--- src/common/ppu_defs.svh ---
`ifndef PPU_DEFS_SVH
`define PPU_DEFS_SVH

// Background tiling of one 640 pixel line
`define PPU_TILES_PER_LINE   40
`define PPU_TILES_PER_WORD   4     // Tile map entries packed into one 32-bit word
`define PPU_WORDS_PER_ROW    10

// Tile geometry
`define PPU_TILE_LINES       16
`define PPU_PIXELS_PER_TILE  16

`define PPU_PALETTE_ENTRIES  8     // Two palettes of four colours

// Memory address widths
`define PPU_TILE_BUF_AW      9
`define PPU_TILE_GFX_AW      11
`define PPU_PALETTE_AW       3

// VGA counters
`define PPU_HCOUNT_W         11
`define PPU_VCOUNT_W         10

`endif

--- src/common/ppu_pkg.sv ---
`include "ppu_defs.svh"

package ppu_pkg;

    typedef logic [23:0] color_t;  // RGB, 8 bits each

    // Pixel 0 is the leftmost one and sits in the top two bits
    typedef logic [0:`PPU_PIXELS_PER_TILE-1][1:0] tile_row_t;

    typedef struct packed {
        logic       palette;  // Selects upper or lower half of the palette
        logic [6:0] id;
    } tile_map_entry_t;

    typedef struct packed {
        logic      palette;
        tile_row_t row;
    } line_tile_t;

    typedef struct packed {
        logic [`PPU_HCOUNT_W-1:0] hcount;
        logic [`PPU_VCOUNT_W-1:0] vcount;
        logic                     vblank;
        logic                     hsync;
    } raster_t;

    typedef struct packed {
        logic [`PPU_TILE_BUF_AW-1:0] tile_buf_addr;
        logic [`PPU_TILE_GFX_AW-1:0] tile_gfx_addr;
    } bg_mem_req_t;

    typedef struct packed {
        logic [31:0] tile_buf_data;  // Four tile map entries, entry 0 in the low byte
        tile_row_t   tile_gfx_data;
    } bg_mem_rsp_t;

endpackage

--- src/logic/entry_store.sv ---
`timescale 1ns/1ps

module entry_store import ppu_pkg::*; #(
    parameter type entry_t = color_t,
    parameter int  DEPTH   = 8
) (
    input  logic                     clk,
    input  logic                     reset,
    input  logic                     wr_en,
    input  logic [$clog2(DEPTH)-1:0] wr_index,
    input  entry_t                   wr_data,
    input  logic [$clog2(DEPTH)-1:0] rd_index,
    output entry_t                   rd_data
);

    entry_t entries [DEPTH];

    always_ff @(posedge clk) begin
        if (reset) begin
            for (int i = 0; i < DEPTH; i++) begin
                entries[i] <= '0;
            end
        end else if (wr_en) begin
            entries[wr_index] <= wr_data;
        end
    end

    // Indices past the last entry read as zero
    assign rd_data = (rd_index < DEPTH) ? entries[rd_index] : '0;

endmodule

--- src/fetch/palette_fetch.sv ---
`timescale 1ns/1ps
`include "ppu_defs.svh"

module palette_fetch import ppu_pkg::*; (
    input  logic                       clk,
    input  logic                       reset,
    input  logic                       vblank,
    output logic [`PPU_PALETTE_AW-1:0] palette_addr,
    input  color_t                     palette_data,
    output logic                       wr_en,
    output logic [`PPU_PALETTE_AW-1:0] wr_index,
    output color_t                     wr_data
);

    localparam int AW = `PPU_PALETTE_AW;

    logic [AW:0]   load_cnt;   // Counts up to the entry count, then holds
    logic          load;
    logic          addr_valid; // Data on palette_data is to be written
    logic [AW-1:0] addr_d;

    assign load = vblank && (load_cnt < (AW+1)'(`PPU_PALETTE_ENTRIES));

    // Address goes out in the same cycle the counter points at it
    assign palette_addr = load ? load_cnt[AW-1:0] : '0;

    always_ff @(posedge clk) begin
        if (reset) begin
            load_cnt   <= '0;
            addr_valid <= 1'b0;
        end else begin
            addr_valid <= load;
            if (!vblank) begin
                load_cnt <= '0;  // Rearm for the next frame
            end else if (load) begin
                load_cnt <= load_cnt + 1'b1;
            end
        end
    end

    always_ff @(posedge clk) begin
        addr_d <= palette_addr;
    end

    // Memory answers one cycle later
    assign wr_en    = addr_valid;
    assign wr_index = addr_d;
    assign wr_data  = palette_data;

endmodule

--- src/fetch/line_fetch.sv ---
`timescale 1ns/1ps
`include "ppu_defs.svh"

module line_fetch import ppu_pkg::*; (
    input  logic                                   clk,
    input  logic                                   reset,
    input  raster_t                                raster,
    output bg_mem_req_t                            mem_req,
    input  bg_mem_rsp_t                            mem_rsp,
    output logic                                   wr_en,
    output logic [$clog2(`PPU_TILES_PER_LINE)-1:0] wr_index,
    output line_tile_t                             wr_data
);

    localparam int IW     = $clog2(`PPU_TILES_PER_LINE);
    localparam int BUF_AW = `PPU_TILE_BUF_AW;
    localparam int GFX_AW = `PPU_TILE_GFX_AW;

    tile_map_entry_t [`PPU_TILES_PER_WORD-1:0] map_word;

    logic            fetch_en;
    logic            s1_issue;
    logic [IW-1:0]   ptr;        // Tile addressed in stage 1
    logic            s2_valid;
    logic [IW-1:0]   s2_k;
    logic [1:0]      s2_slot;
    tile_map_entry_t s2_entry;
    logic            s3_valid;
    logic [IW-1:0]   s3_k;
    logic            s3_palette;

    assign fetch_en = raster.hsync && !raster.vblank;  // Vblank wins over hsync
    assign s1_issue = fetch_en && (ptr < IW'(`PPU_TILES_PER_LINE));

    // Stage 1 tile map word of this tile row
    always_comb begin
        mem_req.tile_buf_addr = '0;
        if (s1_issue) begin
            mem_req.tile_buf_addr = BUF_AW'(raster.vcount / `PPU_TILE_LINES
                                            * `PPU_WORDS_PER_ROW
                                            + ptr / `PPU_TILES_PER_WORD);
        end
    end

    // Stage 2 picks the entry and addresses its graphics row
    assign map_word = mem_rsp.tile_buf_data;
    assign s2_slot  = 2'(s2_k % `PPU_TILES_PER_WORD);
    assign s2_entry = map_word[s2_slot];

    always_comb begin
        mem_req.tile_gfx_addr = '0;
        if (s2_valid) begin
            mem_req.tile_gfx_addr = GFX_AW'(s2_entry.id * `PPU_TILE_LINES
                                            + raster.vcount % `PPU_TILE_LINES);
        end
    end

    always_ff @(posedge clk) begin
        if (reset) begin
            ptr      <= '0;
            s2_valid <= 1'b0;
            s3_valid <= 1'b0;
        end else begin
            if (!fetch_en) begin
                ptr <= '0;
            end else if (s1_issue) begin
                ptr <= ptr + 1'b1;
            end
            s2_valid <= s1_issue;
            s3_valid <= s2_valid && fetch_en;
        end
    end

    always_ff @(posedge clk) begin
        s2_k       <= ptr;
        s3_k       <= s2_k;
        s3_palette <= s2_entry.palette;  // Travels alongside the gfx read
    end

    // Stage 3 stores the returned row
    assign wr_en    = s3_valid;
    assign wr_index = s3_k;
    assign wr_data  = '{palette: s3_palette, row: mem_rsp.tile_gfx_data};

endmodule

--- src/render/bg_pixel_out.sv ---
`timescale 1ns/1ps
`include "ppu_defs.svh"

module bg_pixel_out import ppu_pkg::*; (
    input  logic                                    clk,
    input  logic                                    reset,
    input  raster_t                                 raster,
    output logic [$clog2(`PPU_TILES_PER_LINE)-1:0]  tile_index,
    input  line_tile_t                              tile,
    output logic [$clog2(`PPU_PALETTE_ENTRIES)-1:0] palette_index,
    input  color_t                                  color,
    output color_t                                  pixel_color
);

    localparam int TW    = $clog2(`PPU_TILES_PER_LINE);
    localparam int PW    = $clog2(`PPU_PALETTE_ENTRIES);
    localparam int PIX_W = $clog2(`PPU_PIXELS_PER_TILE);
    localparam int SPAN  = 2 * `PPU_PIXELS_PER_TILE;  // hcount steps per tile

    logic             active;
    logic [PIX_W-1:0] pixel_num;
    logic [1:0]       pixel;

    assign active = !raster.vblank && !raster.hsync;

    // Each pixel is shown for two hcount values
    assign tile_index = TW'(raster.hcount / SPAN);
    assign pixel_num  = PIX_W'((raster.hcount % SPAN) / 2);
    assign pixel      = tile.row[pixel_num];

    // Palette bit picks the upper four colours
    assign palette_index = PW'(pixel + 4 * tile.palette);

    always_ff @(posedge clk) begin
        if (reset) begin
            pixel_color <= '0;
        end else if (active) begin
            pixel_color <= color;
        end
    end

endmodule

--- src/logic/ppu_bg_top.sv ---
`timescale 1ns/1ps
`include "ppu_defs.svh"

module ppu_bg_top import ppu_pkg::*; (
    input  logic                       clk,
    input  logic                       reset,
    input  raster_t                    raster,
    output bg_mem_req_t                mem_req,
    input  bg_mem_rsp_t                mem_rsp,
    output logic [`PPU_PALETTE_AW-1:0] palette_addr,
    input  color_t                     palette_data,
    output color_t                     pixel_color
);

    localparam int PAL_IW  = $clog2(`PPU_PALETTE_ENTRIES);
    localparam int LINE_IW = $clog2(`PPU_TILES_PER_LINE);

    // Palette store side
    logic              pal_wr_en;
    logic [PAL_IW-1:0] pal_wr_index;
    color_t            pal_wr_data;
    logic [PAL_IW-1:0] pal_rd_index;
    color_t            pal_rd_data;

    // Line store side
    logic               line_wr_en;
    logic [LINE_IW-1:0] line_wr_index;
    line_tile_t         line_wr_data;
    logic [LINE_IW-1:0] line_rd_index;
    line_tile_t         line_rd_data;

    palette_fetch i_palette_fetch (
        .clk, .reset,
        .vblank       (raster.vblank),
        .palette_addr, .palette_data,
        .wr_en        (pal_wr_en),
        .wr_index     (pal_wr_index),
        .wr_data      (pal_wr_data)
    );

    line_fetch i_line_fetch (
        .clk, .reset, .raster, .mem_req, .mem_rsp,
        .wr_en    (line_wr_en),
        .wr_index (line_wr_index),
        .wr_data  (line_wr_data)
    );

    entry_store #(.entry_t(color_t), .DEPTH(`PPU_PALETTE_ENTRIES)) palette_store (
        .clk, .reset,
        .wr_en (pal_wr_en), .wr_index (pal_wr_index), .wr_data (pal_wr_data),
        .rd_index (pal_rd_index), .rd_data (pal_rd_data)
    );

    entry_store #(.entry_t(line_tile_t), .DEPTH(`PPU_TILES_PER_LINE)) line_store (
        .clk, .reset,
        .wr_en (line_wr_en), .wr_index (line_wr_index), .wr_data (line_wr_data),
        .rd_index (line_rd_index), .rd_data (line_rd_data)
    );

    bg_pixel_out i_bg_pixel_out (
        .clk, .reset, .raster,
        .tile_index    (line_rd_index),
        .tile          (line_rd_data),
        .palette_index (pal_rd_index),
        .color         (pal_rd_data),
        .pixel_color
    );

endmodule

--- config.mk ---
export PLATFORM = sky130hd
export DESIGN_NAME = ppu_bg_top
export DESIGN_NICKNAME = d
export VERILOG_FILES = /design/src/common/ppu_pkg.sv /design/src/logic/entry_store.sv /design/src/fetch/palette_fetch.sv /design/src/fetch/line_fetch.sv /design/src/render/bg_pixel_out.sv /design/src/logic/ppu_bg_top.sv
export VERILOG_INCLUDE_DIRS = /design/src /design/src/common
export SDC_FILE = /design/constraint.sdc
export NUM_CORES = 2
export LEC_CHECK = 0
export ABC_AREA = 1
export BUFFER_PORTS_ARGS = -buffer_cell sky130_fd_sc_hd__buf_2
export CAP_MARGIN = 40
export CORE_MARGIN = 2
export CORE_UTILIZATION = 55
export CTS_CLUSTER_SIZE = 30
export DETAILED_ROUTE_END_ITERATION = 7
export PLACE_DENSITY = 0.77
export SKIP_CTS_REPAIR_TIMING = 1
export SYNTH_ARGS = -nofsm -noshare
export SYNTH_HDL_FRONTEND = slang
export SYNTH_HIERARCHICAL = 1
export SYNTH_SLANG_ARGS = --single-unit
--- constraint.sdc ---
create_clock -name clk -period 2.8 [get_ports clk]
set_input_delay 0.14 -clock clk [delete_from_list [all_inputs] [get_ports clk]]
set_output_delay 0.14 -clock clk [all_outputs]
set_load 0.1 [all_outputs]
==> results.tsv <==
stage	metric	value	unit
routing	viasPerCell	5.951	
floorplan	core_area	133300	um2
finish	layout-drive-gt1-share	0.1360	
timing	drv_slew	0	
timing	hold_viol_final	0	
timing	min_period_over_period	1.026	
worst_setup_path	r2r_slack	-0.07	ns
global_route	grt_max_degree	62	
cts	clk_pin_slew_worst_paths	0.06	ns
synthesis	syn_area_per_cell	9.337	um2
timing	worst_slew_pin_slew	0.8121	ns
placement	place.port_buffers	158	
timing	maxSlewHeadroom	0.4553	
outcome	status	finished with violations	
timing	worst_slack	-0.07374	ns
floorplan	rows	134	
timing	fin_skew	0.04819	ns
placement	hpwl	134.3	mm
worst_setup_path	crit_chain	inv_1, nand2_1, nand3_1, nand3_1, nand3_4, nand2_1, nand2_1, nand2_1, nand2_1, nand2_1, nand2_1, nand2_1, nand2_1, nand3_1, nand3_4, nand2_8, clkinv_8, clkbuf_16, nand3_1, nand2_1, nand2_1, nand2_1, nand2_1, a21oi_2	
cts	numCtsBuffers	161	
worst_setup_path	cp_data_required_time	3.47	ns
cts	root_buffer	clkbuf_16	
cts	cts_buffer_depth	3	
placement	globalplace.congestion	0.9751	
synthesis	synth-seq-cells	1565	
worst_setup_path	crit_path_start_kind	register	
global_route	grt_pass1_vias	56820	
routing	first_pass_iters	8	
timing	setup_violations	3	
worst_setup_path	path_class	register to register	
power_and_ir_drop	powerDensity	634.8	nW/um2
routing	via_count	59040	
worst_setup_path	cp_slowest_cell	edfxtp_1	
floorplan	die_x	370.2	um
synthesis	synth_cells	7900	
routing	routed_wirelength	227.9	mm
synthesis	yosysSeqAreaShare	0.6299	
power_and_ir_drop	power.leakage	35.48	nW
synthesis	synth_area	73760	um2
routing	ant_nets	0	
timing	whs	0.006110	ns
worst_setup_path	critical-path-max-stage-delay	0.34	ns
routing	wl_per_cell	22.97	um
cts	cts_tree	built	
finish	nNetsFinal	8147	
min_path	min_path_type	primary input to register	
floorplan	die_h	370.2	um
cts	cts-htree-levels	4	
worst_setup_path	cp_common_cell	nand2_1	
placement	post_dp_cell_area	77710	um2
outcome	violations	design-rule violations, negative setup slack	
finish	fin_area	84800	um2
global_route	grt-ovfl-total	0	
worst_setup_path	crit_path_max_fanout	15	
finish	area_growth	14.96	%
timing	finalCriticalPeriod	2.874	ns
global_route	grt_pass1_wl	331.2	mm
power_and_ir_drop	ir_worst_vdd	0.6881	mV
global_route	track_usage	0.3206	
global_route	antenna_found_initial	4	
floorplan	io_pins	160	
cts	clock_sinks	1565	
synthesis	synth_nets	8028	
timing	max_freq	348.0	MHz
floorplan	initial_core_util	0.5534	
routing	drt_iter0_drc	9470	
worst_setup_path	worst_setup_path_end_kind	register	
synthesis	ys_types	34	
cts	clock_latency	0.82	ns
routing	drc	5	
run	drv_cap	0	
worst_setup_path	cp.arrival	3.55	ns
timing	rsz0062_at_grt	true	
synthesis	ys_warn_count	6	
floorplan	dieArea	137100	um2
-- metal layers --
metal	track usage	share of wire	up-vias
met5	0	0.00014	-
met2	0.5013	0.46	4512
met3	0.08052	0.14	753
met1	0.4154	0.34	27940
met4	0.1653	0.055	4
li1	-	-	25830
-- worst max-delay path, delay by kind of cell, from the launching register on --
kind	cells	cell delay, ns
compound gates	1	0.05
buf+inv	3	0.37
flops	1	0.34
simple gates	20	1.95
-- worst paths after layout --
check / startpoint / depth (start not counted) / to
worst max-delay path: line_store/entries[36][11] / 24 / i_bg_pixel_out/pixel_color[8]
worst min-delay path: mem_rsp[4] / 3 / line_store/entries[12][4]
worst max register to register: line_store/entries[36][11] / 24 / i_bg_pixel_out/pixel_color[8]
worst min register to register: i_line_fetch/s2_k[5] / 0 / i_line_fetch/wr_index[5]
-- stage by stage --
stage          power [W]    util  cells  TNS (ns)  setup WS, ns
2_1_floorplan    0.03042       -   7900         0       0.01302
5_1_grt          0.05521  0.6361   9917    -2.033       -0.1671
6_report         0.05383  0.6362   9921   -0.1054      -0.07374
3_5_place_dp     0.03257  0.5830   9554    -12.76       -0.6293
3_3_place_gp     0.03239  0.5815   9544    -12.64       -0.6012
4_1_cts          0.05318  0.6212   9847    -4.229       -0.4441
-- cell type report --
class / instances / area [um2]
sequential: 1565 / 46470
clock inverter: 89 / 812.0
fill: 9937 / 48490
inverter: 737 / 2809
antenna: 4 / 10.01
multi-input combinational: 4929 / 22100
tap: 1768 / 2212
clock buffer: 204 / 4274
timing repair buffer: 625 / 6107
-- registers in the layout, summed over array words and instances (netlist names) --
signal and count:
line_store/entries 1320, palette_store/entries 192, i_bg_pixel_out/pixel_color 24, i_line_fetch/ptr 6, i_line_fetch/s2_k 6, i_line_fetch/wr_index 6, i_palette_fetch/load_cnt 4, i_palette_fetch/wr_index 3
i_line_fetch/s2_valid 1, i_line_fetch/s3_palette 1, i_line_fetch/wr_en 1, i_palette_fetch/wr_en 1
-- synthesized netlist by cell type --
cell type  count  share of area
a21oi_1       43         0.0029
a21oi_2        1        0.00012
buf_1         40         0.0020
buf_2        182          0.012
buf_4         95         0.0097
buf_6         47         0.0072
clkbuf_1     305          0.016
clkinv_1       1       0.000051
dfxtp_1       53          0.014
edfxtp_1    1512           0.62
fa_1           2        0.00054
ha_1          13         0.0022
inv_1        720          0.037
inv_2         14        0.00071
inv_4          2        0.00017
nand2_1     1384          0.070
nand2_2       39         0.0033
nand2_4        1        0.00015
nand3_1      629          0.043
nand3_2        3        0.00041
nand3_4        1        0.00024
nor2_1      2162           0.11
nor2_2         6        0.00051
nor2_4         8         0.0012
nor3_1         5        0.00034
nor3_2         7        0.00095
nor3_4         2        0.00044
o211ai_1     198          0.020
o21ai_0      353          0.024
o21ai_1       67         0.0045
o21bai_1       1        0.00010
o22ai_1        1       0.000085
xnor2_2        1        0.00022
xor2_1         2        0.00024
-- cell usage in the layout, fill, tap and decap left out, types with 4 or more instances in the layout --
cell type / netlist / layout
a21oi_1: 43 / 30
a21oi_2: 1 / 14
buf_12: 0 / 108
buf_2: 182 / 150
buf_4: 95 / 289
buf_6: 47 / 7
buf_8: 0 / 4
bufinv_16: 0 / 9
clkbuf_1: 305 / 38
clkbuf_16: 0 / 175
clkinv_1: 1 / 52
clkinv_2: 0 / 20
clkinv_8: 0 / 4
clkinvlp_4: 0 / 4
dfxtp_1: 53 / 49
diode_2: 0 / 4
dlygate4sd3_1: 0 / 52
edfxtp_1: 1512 / 1512
ha_1: 13 / 12
inv_1: 720 / 682
inv_16: 0 / 4
inv_2: 14 / 38
inv_6: 0 / 5
nand2_1: 1384 / 1312
nand2_2: 39 / 96
nand2_4: 1 / 14
nand3_1: 629 / 518
nand3_2: 3 / 99
nand3_4: 1 / 16
nor2_1: 2162 / 2156
nor2_2: 6 / 12
nor2_4: 8 / 8
nor3_1: 5 / 5
nor3_2: 7 / 7
o211ai_1: 198 / 198
o21ai_0: 353 / 349
o21ai_1: 67 / 70
-- report_power, final --
group	leakage, nW	internal, W	switching [W]
Combinational	17.2	0.00184	0.00432
Sequential	15.8	0.0264	0.000262
Clock	2.46	0.0117	0.00926
-- logic make-up (layout without fill, tap and decap cells) --
family / after synthesis / in the layout / share of synthesized area
adders and majority gates: 15 / 15 / 0.002748
AOI/OAI and AO/OA: 664 / 664 / 0.05187
and+or+nand+nor: 4247 / 4247 / 0.2307
buffers and inverters: 1406 / 1655 / 0.08432
xor gates and xnor gates: 3 / 3 / 0.0004581
other: 0 / 4 / 0
DFF: 1565 / 1565 / 0.6299
Note: power is estimated with default switching activity, not from simulation.
